File: config.mk
export PLATFORM = sky130hd
export DESIGN_NAME = dino_game_top
export DESIGN_NICKNAME = d
export VERILOG_FILES = /design/src/rtl/dino_pkg.sv /design/src/rtl/dino_game_top.sv /design/src/rtl/score_bcd.sv /design/src/rtl/game_control.sv /design/src/rtl/obstacle_track.sv /design/src/rtl/dino_pose_fsm.sv /design/src/rtl/frame_tick.sv
export SDC_FILE = /design/constraint.sdc
export NUM_CORES = 1
export LEC_CHECK = 0
export BUFFER_PORTS_ARGS = -buffer_cell sky130_fd_sc_hd__buf_2
export CORE_UTILIZATION = 55
export CTS_CLUSTER_DIAMETER = 120
export CTS_CLUSTER_SIZE = 14
export DETAILED_ROUTE_END_ITERATION = 12
export PLACE_DENSITY = 0.77
export RECOVER_POWER = 100
export SYNTH_ARGS = -nofsm -noshare
export SYNTH_HDL_FRONTEND = slang
export SYNTH_SLANG_ARGS = --single-unit
export TNS_END_PERCENT = 5
File: constraint.sdc
create_clock -name clk -period 3.2 [get_ports clk]
set_input_delay 0 -clock clk [delete_from_list [all_inputs] [get_ports clk]]
set_output_delay 0 -clock clk [all_outputs]
set_load 0.05 [all_outputs]
File: src/rtl/dino_pkg.sv
package dino_pkg;

    typedef enum logic [1:0] {
        IDLE = 2'd0,
        PLAY = 2'd1,
        OVER = 2'd2
    } phase_e;

    typedef enum logic [1:0] {
        RUN    = 2'd0,
        JUMP   = 2'd1,
        CROUCH = 2'd2
    } pose_e;

    typedef struct packed {
        pose_e pose;
        logic  step;     // animation phase
    } pose_t;

    typedef enum logic {
        CACTUS = 1'b0,
        BIRD   = 1'b1
    } obs_kind_e;

    typedef struct packed {
        logic [4:0] x;   // track column
        obs_kind_e  kind;
    } obstacle_t;

    typedef logic [5:0][3:0] bcd_digits_t;  // digit 0 is lsd
    typedef logic [5:0][6:0] seg_bank_t;    // g..a, active low

    localparam logic [4:0]  TRACK_LAST = 5'd31;
    localparam logic [4:0]  HIT_X_LO   = 5'd12;
    localparam logic [4:0]  HIT_X_HI   = 5'd14;
    localparam logic [15:0] LFSR_SEED  = 16'hACE1;

    // common anode, lit on 0
    function automatic logic [6:0] seg_encode(input logic [3:0] digit);
        case (digit)
            4'd0:    return 7'b1000000;
            4'd1:    return 7'b1111001;
            4'd2:    return 7'b0100100;
            4'd3:    return 7'b0110000;
            4'd4:    return 7'b0011001;
            4'd5:    return 7'b0010010;
            4'd6:    return 7'b0000010;
            4'd7:    return 7'b1111000;
            4'd8:    return 7'b0000000;
            4'd9:    return 7'b0010000;
            default: return 7'b1111111;  // blank
        endcase
    endfunction

endpackage
File: src/rtl/dino_game_top.sv
`timescale 1ns/100ps

module dino_game_top #(
    parameter int unsigned FRAME_DIV    = 833333,   // 60 Hz frames at 50 MHz
    parameter int unsigned SCORE_DIV    = 5000000,  // 10 points per second
    parameter int unsigned JUMP_FRAMES  = 60,
    parameter int unsigned ANIM_FRAMES  = 10,
    parameter int unsigned START_FRAMES = 120,
    parameter int unsigned STEP_FRAMES  = 5
) (
    input  logic                clk,
    input  logic                rst,
    input  logic                jump,
    input  logic                crouch,
    output dino_pkg::phase_e    phase,
    output dino_pkg::pose_t     dino,
    output dino_pkg::obstacle_t obstacle,
    output dino_pkg::seg_bank_t hex
);

    logic frame;

    frame_tick #(.FRAME_DIV(FRAME_DIV)) i_frame_tick (
        .clk   (clk),
        .rst   (rst),
        .frame (frame)
    );

    dino_pose_fsm #(
        .JUMP_FRAMES (JUMP_FRAMES),
        .ANIM_FRAMES (ANIM_FRAMES)
    ) i_dino_pose_fsm (
        .clk    (clk),
        .rst    (rst),
        .frame  (frame),
        .jump   (jump),
        .crouch (crouch),
        .dino   (dino)
    );

    obstacle_track #(
        .START_FRAMES (START_FRAMES),
        .STEP_FRAMES  (STEP_FRAMES)
    ) i_obstacle_track (
        .clk      (clk),
        .rst      (rst),
        .frame    (frame),
        .phase    (phase),
        .obstacle (obstacle)
    );

    game_control i_game_control (
        .clk      (clk),
        .rst      (rst),
        .frame    (frame),
        .jump     (jump),
        .crouch   (crouch),
        .dino     (dino),
        .obstacle (obstacle),
        .phase    (phase)
    );

    score_bcd #(.SCORE_DIV(SCORE_DIV)) i_score_bcd (
        .clk   (clk),
        .rst   (rst),
        .phase (phase),
        .hex   (hex)
    );

endmodule

File: src/rtl/score_bcd.sv
`timescale 1ns/100ps

module score_bcd #(
    parameter int unsigned SCORE_DIV = 5000000
) (
    input  logic                clk,
    input  logic                rst,
    input  dino_pkg::phase_e    phase,
    output dino_pkg::seg_bank_t hex
);

    import dino_pkg::*;

    localparam int TW = (SCORE_DIV > 1) ? $clog2(SCORE_DIV) : 1;

    phase_e      phase_q;
    logic [TW-1:0] timer;
    logic        start;
    logic        tick;
    logic        carry;
    bcd_digits_t digits;
    bcd_digits_t digits_cur;
    bcd_digits_t digits_inc;

    assign start = (phase == PLAY) && (phase_q == IDLE);
    assign tick  = (phase == PLAY) && (timer == TW'(SCORE_DIV - 1));

    // new game shows zero right away
    assign digits_cur = start ? '0 : digits;

    // ripple carry, 999999 wraps to 0
    always_comb begin
        digits_inc = digits_cur;
        carry      = 1'b1;
        for (int i = 0; i < 6; i++) begin
            if (carry) begin
                if (digits_cur[i] == 4'd9) begin
                    digits_inc[i] = 4'd0;
                end else begin
                    digits_inc[i] = digits_cur[i] + 4'd1;
                    carry         = 1'b0;
                end
            end
        end
    end

    always_ff @(posedge clk or negedge rst) begin
        if (!rst) begin
            phase_q <= IDLE;
            timer   <= '0;
            digits  <= '0;
        end else begin
            phase_q <= phase;
            if (phase != PLAY || tick)
                timer <= '0;
            else
                timer <= timer + 1'b1;
            digits <= tick ? digits_inc : digits_cur;
        end
    end

    for (genvar i = 0; i < 6; i++) begin : g_seg
        assign hex[i] = seg_encode(digits_cur[i]);
    end

endmodule

File: src/rtl/game_control.sv
`timescale 1ns/100ps

module game_control (
    input  logic                clk,
    input  logic                rst,
    input  logic                frame,
    input  logic                jump,
    input  logic                crouch,
    input  dino_pkg::pose_t     dino,
    input  dino_pkg::obstacle_t obstacle,
    output dino_pkg::phase_e    phase
);

    import dino_pkg::*;

    logic in_window;
    logic hit;
    logic button;

    assign button    = !jump || !crouch;
    assign in_window = (obstacle.x >= HIT_X_LO) && (obstacle.x <= HIT_X_HI);

    // jumping clears a cactus, crouching ducks under a bird
    assign hit = in_window &&
                 (((obstacle.kind == CACTUS) && (dino.pose != JUMP)) ||
                  ((obstacle.kind == BIRD) && (dino.pose != CROUCH)));

    always_ff @(posedge clk or negedge rst) begin
        if (!rst) begin
            phase <= IDLE;
        end else if (frame) begin
            case (phase)
                IDLE: begin
                    if (button)
                        phase <= PLAY;
                end
                PLAY: begin
                    if (hit)
                        phase <= OVER;
                end
                OVER: begin
                    if (button)
                        phase <= IDLE;  // back to start screen
                end
                default: phase <= IDLE;
            endcase
        end
    end

endmodule

File: src/rtl/obstacle_track.sv
`timescale 1ns/100ps

module obstacle_track #(
    parameter int unsigned START_FRAMES = 120,
    parameter int unsigned STEP_FRAMES  = 5
) (
    input  logic                clk,
    input  logic                rst,
    input  logic                frame,
    input  dino_pkg::phase_e    phase,
    output dino_pkg::obstacle_t obstacle
);

    import dino_pkg::*;

    localparam int DW = (START_FRAMES > 0) ? $clog2(START_FRAMES + 1) : 1;
    localparam int SW = (STEP_FRAMES > 0) ? $clog2(STEP_FRAMES + 1) : 1;

    logic [DW-1:0] delay_cnt;
    logic [SW-1:0] step_cnt;
    logic          running;    // start delay done
    logic [15:0]   lfsr;
    logic [15:0]   lfsr_next;

    // fibonacci, taps 16 14 13 11
    assign lfsr_next = {lfsr[14:0], lfsr[15] ^ lfsr[13] ^ lfsr[12] ^ lfsr[10]};

    always_ff @(posedge clk or negedge rst) begin
        if (!rst) begin
            obstacle  <= '{x: 5'd0, kind: CACTUS};
            delay_cnt <= '0;
            step_cnt  <= '0;
            running   <= 1'b0;
            lfsr      <= LFSR_SEED;
        end else begin
            case (phase)
                IDLE: begin
                    obstacle  <= '{x: 5'd0, kind: CACTUS};
                    delay_cnt <= '0;
                    step_cnt  <= '0;
                    running   <= 1'b0;
                end
                PLAY: begin
                    if (frame && !running) begin
                        if (delay_cnt == DW'(START_FRAMES)) begin
                            delay_cnt <= '0;
                            running   <= 1'b1;
                        end else begin
                            delay_cnt <= delay_cnt + 1'b1;
                        end
                    end else if (frame) begin
                        if (step_cnt == SW'(STEP_FRAMES)) begin
                            step_cnt <= '0;
                            if (obstacle.x == TRACK_LAST) begin
                                // new obstacle enters at column 0
                                obstacle.x    <= 5'd0;
                                obstacle.kind <= obs_kind_e'(lfsr_next[15]);
                                lfsr          <= lfsr_next;
                            end else begin
                                obstacle.x <= obstacle.x + 5'd1;
                            end
                        end else begin
                            step_cnt <= step_cnt + 1'b1;
                        end
                    end
                end
                default: ;  // frozen in OVER
            endcase
        end
    end

endmodule

File: src/rtl/dino_pose_fsm.sv
`timescale 1ns/100ps

module dino_pose_fsm #(
    parameter int unsigned JUMP_FRAMES = 60,
    parameter int unsigned ANIM_FRAMES = 10
) (
    input  logic            clk,
    input  logic            rst,
    input  logic            frame,
    input  logic            jump,    // low when pressed
    input  logic            crouch,  // low when pressed
    output dino_pkg::pose_t dino
);

    import dino_pkg::*;

    localparam int JW = (JUMP_FRAMES > 0) ? $clog2(JUMP_FRAMES + 1) : 1;
    localparam int AW = (ANIM_FRAMES > 0) ? $clog2(ANIM_FRAMES + 1) : 1;

    logic [JW-1:0] hold_cnt;
    logic [AW-1:0] anim_cnt;

    always_ff @(posedge clk or negedge rst) begin
        if (!rst) begin
            dino     <= '{pose: RUN, step: 1'b0};
            hold_cnt <= '0;
            anim_cnt <= '0;
        end else if (frame) begin
            // free running leg animation
            if (anim_cnt == AW'(ANIM_FRAMES)) begin
                anim_cnt  <= '0;
                dino.step <= ~dino.step;
            end else begin
                anim_cnt <= anim_cnt + 1'b1;
            end

            case (dino.pose)
                RUN: begin
                    if (!jump)
                        dino.pose <= JUMP;
                    else if (!crouch)
                        dino.pose <= CROUCH;
                end
                JUMP: begin
                    if (hold_cnt == JW'(JUMP_FRAMES)) begin
                        hold_cnt  <= '0;
                        dino.pose <= RUN;
                    end else begin
                        hold_cnt <= hold_cnt + 1'b1;
                    end
                end
                CROUCH: begin
                    if (crouch)
                        dino.pose <= RUN;  // released
                end
                default: dino.pose <= RUN;
            endcase
        end
    end

endmodule

File: src/rtl/frame_tick.sv
`timescale 1ns/100ps

module frame_tick #(
    parameter int unsigned FRAME_DIV = 833333
) (
    input  logic clk,
    input  logic rst,
    output logic frame
);

    localparam int CW = (FRAME_DIV > 1) ? $clog2(FRAME_DIV) : 1;

    logic [CW-1:0] cnt;

    always_ff @(posedge clk or negedge rst) begin
        if (!rst) begin
            cnt   <= '0;
            frame <= 1'b0;
        end else if (cnt == CW'(FRAME_DIV - 1)) begin
            cnt   <= '0;
            frame <= 1'b1;  // one clock wide
        end else begin
            cnt   <= cnt + 1'b1;
            frame <= 1'b0;
        end
    end

endmodule

---- Word level (Yosys, flattened, before mapping) ----
Memories as Yosys holds them, arrays and structs flattened.
Index checks and enable logic that the tools add are counted.
W data, S select, Z words.
storage, ports and cells
  memories kept ........................... 6
  latch bits .............................. 0
  output and inout bits ................... 53
  flip-flop bits (word level) ............. 118
  bits in read-only memories .............. 672
  input port bits ......................... 4
  word-level logic and storage cells ...... 159
  memory bits (writable) .................. 0
cells by class
  multiply operators ...................... 0
  shift operators ......................... 0
  bitwise operators ....................... 6
  add/sub/neg operators ................... 13
  divide/modulo/power cells ............... 0
  muxes and demuxes ....................... 52
  equal/unequal tests ..................... 32
  $lt $le $gt $ge ......................... 2
  reductions and logical operators ........ 27
memory list
  name              words  width  read ports  clocked after Yosys merged registers in  write ports  line            RTL
  (name not given)  16     7      1           0                                        0            dino_pkg.sv:40  case (digit)
  (name not given)  16     7      1           0                                        0            dino_pkg.sv:40
  (name not given)  16     7      1           0                                        0            dino_pkg.sv:40
  (name not given)  16     7      1           0                                        0            dino_pkg.sv:40
  (name not given)  16     7      1           0                                        0            dino_pkg.sv:40
  (name not given)  16     7      1           0                                        0            dino_pkg.sv:40
operator list
  operator                 number
  $mux W24                 2
  $mux W4                  12
  $add A4 B1 Y4 const B    7
  $eq A4 B4 Y1 const B     7
  $mux W6                  4
  $add A23 B1 Y23 const B  1
  $eq A23 B23 Y1 const B   1
  $mux W23                 1
  $add A20 B1 Y20 const B  1
  $eq A20 B20 Y1 const B   1
  $mux W20                 1
  $ne A2 B2 Y1 const B     8
  $mux W2                  7
  $mux W7                  2
  $pmux W7 S2              1
  $mux W1                  13
  $ne A2 B1 Y1 const B     6
  $pmux W2 S3              2
  $pmux W6 S2              1
  $reduce_and A4 Y1        3
  $reduce_and A5 Y1        2
  $mux W3                  3
  $add A7 B1 Y7 const B    1
  $eq A7 B7 Y1 const B     1
  23 further kinds         44

---- Depth between registers and ports, before layout ----
Gate-level depths: netlist (run 1).
  word-level depth ........................ 11
  mapped depth ............................ 13
  gate-level depth less buffers ........... 9

---- By module ----
A second synthesis (run 1) with hierarchy kept.
unflattened totals
  cell total of the unflattened synthesis .. 809
  area total of the unflattened synthesis .. 7,438.4 µm²
modules (own cells, without submodules)
  module          seq. area each (µm²)  cells an instance  area each (µm²)  instances
  score_bcd       1,226.2               483                3,913.8          1
  obstacle_track  835.8                 143                1,642.8          1
  frame_tick      525.5                 99                 1,052.3          1
  dino_pose_fsm   325.3                 71                 695.7            1
  game_control    50.0                  13                 133.9            1

---- Least setup slack after synthesis (run 1) ----
OpenSTA, ideal clock, no wires.
  path kind ............................... reg2out
  from .................................... reg i_game_control.phase[0]
  to ...................................... out hex[32] in the netlist's numbering
  arrival time ............................ 3.469 ns
  slack ................................... -0.269 ns
  required time ........................... 3.200 ns
  buffers on the path ..................... 4
  stages on the path, launching flop included .. 10
  cell sequence ........................... dfrtp_1 clkbuf_1 or4b_1 buf_2 buf_2 buf_4 nand2_1 inv_1 ha_1 a221oi_1
RTL lines
  what                    line                 RTL
  start, declared         game_control.sv:11   output dino_pkg::phase_e phase
  start signal, assigned  game_control.sv:30   phase <= IDLE;
  start signal, assigned  game_control.sv:35   phase <= PLAY;
  start signal, assigned  game_control.sv:39   phase <= OVER;
  end, declared           dino_game_top.sv:18  output dino_pkg::seg_bank_t hex

==> results of run 1 <==
[what timing repair did]
action                                  CTS  global route
endpoints found under the setup margin    0             2
resized for setup                         0             1
hold endpoints to repair                 69             0
hold buffers                              4             0
[path summary, 6_finish.rpt]
| path | from | end | slack, ns | depth (start not counted) |
|---|---|---|---|---|
| worst max register to register | i_game_control.phase[1] | i_score_bcd.digits[23] | 0.24 | 9 |
| worst max-delay path | i_game_control.phase[1] | hex[7] | 0.14 | 9 |
| max in group asynchronous | rst | i_obstacle_track.obstacle[3] | 0.64 | 3 |
| worst min register to register | i_obstacle_track.lfsr[0] | i_obstacle_track.lfsr[0] | 0.46 | 2 |
| min in group asynchronous | rst | i_score_bcd.timer[15] | 0.58 | 2 |
| worst min-delay path | i_obstacle_track.lfsr[0] | i_obstacle_track.lfsr[0] | 0.46 | 2 |
[through the flow]
step           util [%]  cells  total power [uW]  instance area [um^2]  setup WS [ns]
6_report          64.19   1038              3399                  8167         0.1402
2_1_floorplan         -    799              1520                  7227        -0.2684
4_1_cts           65.11   1038              3430                  8283         0.1183
5_1_grt           64.19   1038              3510                  8167       0.005780
3_5_place_dp      60.20   1002              1556                  7659         0.1282
3_3_place_gp      60.20   1002              1555                  7659         0.2213
[cells in the mapped netlist (6+ instances only)]
| library cell | number | area share, % |
|---|---|---|
| dfstp_2 | 8 | 2.9 |
| and4_1 | 7 | 0.85 |
| nor2_1 | 96 | 5.0 |
| clkbuf_1 | 20 | 1.0 |
| inv_2 | 7 | 0.36 |
| nand3b_1 | 6 | 0.62 |
| nand3_1 | 37 | 2.6 |
| a31oi_1 | 8 | 0.69 |
| xnor2_1 | 37 | 4.5 |
| o22ai_1 | 13 | 1.1 |
| o31ai_1 | 6 | 0.62 |
| o21ai_1 | 12 | 0.83 |
| nand4_1 | 11 | 0.95 |
| a22o_1 | 9 | 1.1 |
| dfrtp_1 | 110 | 38 |
| xor2_1 | 18 | 2.2 |
| ha_1 | 40 | 6.9 |
| mux2i_1 | 12 | 1.7 |
| mux2_2 | 9 | 1.4 |
| nor3_1 | 17 | 1.2 |
| a221oi_1 | 7 | 0.85 |
| buf_2 | 9 | 0.62 |
| inv_1 | 33 | 1.7 |
| o21ai_0 | 51 | 3.5 |
| mux2_1 | 9 | 1.4 |
| nand2b_1 | 13 | 1.1 |
| and3_1 | 13 | 1.1 |
| a21oi_1 | 22 | 1.5 |
| nand2_1 | 91 | 4.7 |
[power by group through the flow]
stage	clock network, uW	logic, uW	registers (uW)
floorplan	0	0.393	1520
global placement	0	35.6	1520
CTS	1900	39.6	1490
global route	1980	40.9	1490
detailed placement	0	36.3	1520
finish	1870	34.3	1490
[final cells by class]
type	count	area, um^2
clock inverter	11	123.9
inverter	40	150.1
timing repair buffer	69	341.6
multi-input combinational	607	3913
clock buffer	21	460.4
fill	1061	4556
sequential	118	2963
tap	172	215.2
[registers in the layout, indices dropped and copies added, names as in the netlist]
| signal | flops |
|---|---|
| i_score_bcd.digits | 24 |
| i_score_bcd.timer | 23 |
| i_frame_tick.cnt | 20 |
| i_obstacle_track.lfsr | 16 |
| i_obstacle_track.delay_cnt | 7 |
| i_dino_pose_fsm.hold_cnt | 6 |
| i_obstacle_track.obstacle | 6 |
| i_dino_pose_fsm.anim_cnt | 4 |
| i_dino_pose_fsm.dino | 3 |
| i_obstacle_track.step_cnt | 3 |
| i_game_control.phase | 2 |
| i_score_bcd.phase_q | 2 |
| i_frame_tick.frame | 1 |
| i_obstacle_track.running | 1 |
[layer usage]
metal | track usage, % | wire, um | vias up
met5 | 0 | 0 | -
li1 | - | - | 2912
met3 | 6.642 | 801 | 28
met1 | 32.74 | 7251 | 2985
met2 | 40.63 | 7578 | 194
met4 | 7.679 | 217 | 0
[cell families (layout without fill, tap and decap cells)]
family	count (synthesis)	in the layout	synth area share, %
muxes	30	30	4.471
DFF	118	118	41.03
buffers and inverters	74	141	4.107
adders and majority gates	40	40	6.931
AOI/OAI and AO/OA	155	155	13.50
xor gates and xnor gates	55	55	6.671
and+or+nand+nor	327	327	23.29
[worst reg2reg max path: cells and delay by family (launching register included)]
| kind | cells | cell delay, ns |
|---|---|---|
| adder cells (fa/ha/maj) | 1 | 0.28 |
| flip-flops | 1 | 0.37 |
| AO/OA/AOI/OAI | 2 | 0.34 |
| buffers and inverters | 1 | 0.24 |
| AND/OR/NAND/NOR | 5 | 1.60 |
[placed cells by master, fill, tap and decap left out, drive strengths merged, types with 17 or more instances in the layout]
| cell type | Yosys | final |
|---|---|---|
| nor3 | 17 | 17 |
| nand3 | 39 | 39 |
| clkbuf | 20 | 73 |
| inv | 40 | 42 |
| a21oi | 22 | 22 |
| xnor2 | 37 | 37 |
| mux2 | 18 | 18 |
| xor2 | 18 | 18 |
| ha | 40 | 40 |
| dfrtp | 110 | 110 |
| nor2 | 97 | 97 |
| o21ai | 63 | 63 |
| nand2 | 92 | 92 |
==> flow_summary.yaml, run 1 <==
run_status:
  outcome: "finished with violations"
  violations: "capacitance limit, slew limit"
critical_path:
  worstPathRequired_ns: 3.20
  cp_top_family: "simple AND/OR/NAND/NOR gates"
  crit_slowest_cell: "or4b_1"
  crit_fanout: 15
  cp.buffers_inverters: 3
  crit_arrival_ns: 3.06
  end_kind: "output pin"
  start_kind: "register"
  slowest_delay_ns: 0.68
  critical_path_class: "register to output pin"
  crit_chain: "or4b_1 -> clkbuf_2 -> nand2_1 -> inv_2 -> ha_1 -> o22a_1 -> o22ai_1 -> nor2_1 -> buf_2"
die:
  io_pins: 57
  start_util_pct: 56.76
  dieArea_um2: 13590
  core_area_um2: 12720
  rows: 41
  die_w_um: 116.6
  die_h_um: 116.6
sta:
  rsz0062_at_grt: "false"
  finalSetupViolCount: 0
  fin_hold_ws_ns: 0.4632
  finalCriticalPeriod_ns: 3.060
  worst_pin_slew_ns: 1.706
  setup-tns-final_ns: 0
  fmax_mhz: 326.8
  hold_viol_final: 0
  maxSlewViolCount: 69
  min_period_over_period_pct: 95.62
  skew_ns: 0.006885
  relSlewSlack_pct: -13.71
logic_synthesis:
  syn_area_um2: 7221
  ys_types: 69
  syn_nets: 843
  synth_warnings: 0
  yosysSeqAreaShare_pct: 41.03
  ys_async_sr_fraction_pct: 100.0
  synth_cells: 799
  ys.flop_type: "dfrtp_1"
  ys_seq_elements: 118
  synth_area_per_cell_um2: 9.037
  synth_edf_count: 0
min_path:
  hold_class: "register to register"
finish:
  final_layout_size_suffix_gt1_share_pct: 12.01
  antennaDiodeCount: 0
  area_growth_pct: 13.10
  nNetsFinal: 897
placement:
  dp_hpwl_mm: 10.89
  gp_congestion: 0.9321
  port_buffers: 56
power:
  clkPwrFrac_pct: 55.0
  switchingPower_uw: 714.0
  internal-power_uw: 2685
  seqPwrFrac_pct: 44.0
  vdd_ir_drop_max_mv: 0.3640
  pwr-share-comb_pct: 1.0
  p_leak_uw: 0.003690
  power_density_nw_per_um2: 416.2
  switching_share_pct: 21.01
clock_network:
  cts_setup_buffers: 0
  cts_max_level: 4
  clock_sinks: 118
  cts_buffer_depth: 2
  clkTransAtPathRegs_ns: 0.05
  cts-root-buf: "clkbuf_16"
  clk_latency_ns: 0.42
  cts_buffers: 17
  cts_tree: "done"
drt:
  wirelength_mm: 15.85
  drc: 0
  vias: 6119
  vias_per_cell: 5.895
  firstDrtPassIters: 5
  final_antenna_net_count: 0
  wl_per_cell_um: 15.27
  first_iter_violations: 520
global_route:
  antenna_found_initial: 0
  grt_pass1_wl_mm: 26.72
  grt-ovfl-total: 0
  first_global_vias: 5646
  grt_usage_pct: 24.99
  grt_max_degree: 69
run:
  max-cap-violations: 1
Power figures use the tool's default switching activity.
==> inputs of run 2 (changes only) <==
Clock period 3.2 ns to 2.6 ns, I/O delays scaled along.
==> run 2 against run 1 <==
The flow finishes with violations (setup timing). Design area increased by 8.8%. Sequential share of layout area decreased by 2.9 points. Die area unchanged. Combinational power increased by 25%. Sequential power increased by 23%. Worst setup slack got worse by 0.22 ns.
==> flow_summary.yaml, run 2 (synthesis results as in run 1) <==
critical_path:
  cp_top_family: "simple AND/OR/NAND/NOR gates"
  slowest_delay_ns: 0.65
  crit_fanout: 8
  crit_chain: "or4b_4 -> buf_8 -> nand2_4 -> inv_2 -> ha_2 -> buf_4 -> o22a_1 -> o22ai_2 -> a31oi_1 -> buf_4"
  end_kind: "output pin"
  crit_arrival_ns: 2.68
  crit_slowest_cell: "or4b_4"
  worstPathRequired_ns: 2.60
  cpMostUsedCell: "buf_4"
  start_kind: "register"
  cp.buffers_inverters: 4
  critical_path_class: "register to output pin"
finish:
  final_cell_mix: "108 x dfrtp_1, 95 x nor2_1, 81 x nand2_1, 45 x o21ai_0, 42 x buf_4"
  area_growth_pct: 23.03
  post-route-util_pct: 69.83
  multi_input_area_um2: 4168
  final_layout_size_suffix_gt1_share_pct: 21.40
  antennaDiodeCount: 0
  top_regs: "i_score_bcd.digits x24, i_score_bcd.timer x23, i_frame_tick.cnt x20"
  final_common_cell: "dfrtp_1"
  top_register: "i_score_bcd.digits"
  largest_reg_flops: 24
  nFillCells: 951
  nNetsFinal: 928
  seq_area_um2: 2965
drt:
  firstDrtPassIters: 5
  final_antenna_net_count: 0
  vias_per_cell: 5.850
  wl_per_cell_um: 15.80
  first_iter_violations: 595
  vias: 6254
  drc: 0
  wirelength_mm: 16.89
sta:
  fin_hold_ws_ns: 0.3879
  min_period_over_period_pct: 102.9
  fmax_mhz: 373.6
  relSlewSlack_pct: 17.49
  skew_ns: 0.008408
  finalCriticalPeriod_ns: 2.676
  worst_pin_slew_ns: 1.238
  rsz0062_at_grt: "true"
  maxSlewViolCount: 0
  worst_slack_ns: -0.07639
  hold_viol_final: 0
  finalSetupViolCount: 14
  setup-tns-final_ns: -0.7056
run_status:
  outcome: "finished with violations"
  violations: "setup timing"
die:
  start_util_pct: 56.76
  io_pins: 57
  die_h_um: 116.6
  core_area_um2: 12720
  die_w_um: 116.6
  dieArea_um2: 13590
  rows: 41
clock_network:
  cts_max_level: 4
  cts_buffer_depth: 2
  clock_sinks: 118
  clkTransAtPathRegs_ns: 0.05
  cts_buffers: 17
  cts-root-buf: "clkbuf_16"
  clk_latency_ns: 0.41
  cts_tree: "done"
placement:
  dp_hpwl_mm: 11.08
  dpl_worst_slack_ns: -0.01911
  gp_congestion: 0.8957
  port_buffers: 56
power:
  vdd_ir_drop_max_mv: 0.3848
  p_total_uw: 4308
  p_leak_uw: 0.003959
  power_density_nw_per_um2: 484.9
global_route:
  first_global_vias: 6100
  grt-ovfl-total: 0
  antenna_found_initial: 0
  grt_max_degree: 76
  grt_usage_pct: 26.21
  grt_pass1_wl_mm: 28.15
min_path:
  hold_class: "input port to async pin"
run:
  max-cap-violations: 0
-- run 2: cell type report --
class                   instances  share of cell area [%]
flip-flops and latches        118                   33.38
repair buffers                100                   8.718
clock inverters                 9                   1.690
clock buffers                  23                   5.155
multi-input cells             607                   46.92
well taps                     172                   2.423
inverters                      40                   1.718
-- run 2: timing repair --
action                                  CTS  global route
buffers inserted                          9             2
resized for setup                        71            29
endpoints found under the setup margin   35            54
cloned                                    1             0
hold endpoints to repair                 45             0
hold buffers                              4             0
pin swaps                                 7            11
-- run 2: path summary, 6_finish.rpt --
path,to,slack (ns),cells after the start,from
max in group asynchronous,i_game_control.phase[1],0.46,3,rst
hold / removal,i_score_bcd.timer[18],0.39,2,rst
min in group clk,i_dino_pose_fsm.dino[0],0.48,1,i_dino_pose_fsm.dino[0]
hold reg to reg,i_dino_pose_fsm.dino[0],0.48,1,i_dino_pose_fsm.dino[0]
setup / recovery,hex[24],-0.08,10,i_game_control.phase[1]
setup reg to reg,i_score_bcd.digits[23],-0.04,9,i_game_control.phase[1]
-- run 2: worst reg2reg max path, cell delays in order, from the launching register on --
cell	delay [ns]
dfrtp_2	0.41
or4b_4	0.66
buf_6	0.18
nand2_4	0.07
ha_4	0.14
nand3b_1	0.16
nor4_4	0.37
nand4_4	0.18
o211ai_1	0.25
o41ai_2	0.10
-- run 2: stage by stage --
step,std cells,cell area (um^2)
after floorplan,799,7310
after global placement,1023,7904
after detailed placement,1023,7904
after CTS,1068,8880
after global routing,1069,8884
final,1069,8884
-- run 2: routing by layer --
metal / vias up / part of all wire (%) / global-route usage (%)
li1: 2974 / - / -
met4: 0 / 2.0 / 9.536
met3: 35 / 4.1 / 5.605
met5: - / 0 / 0
met1: 3027 / 43 / 32.72
met2: 218 / 51 / 44.85
-- run 2: power breakdown --
part | internal (uW) | switching, uW | total, uW
sequential | 1840 | 0 | 1840
clock | 1620 | 804 | 2430
combinational | 5.48 | 37.3 | 42.8
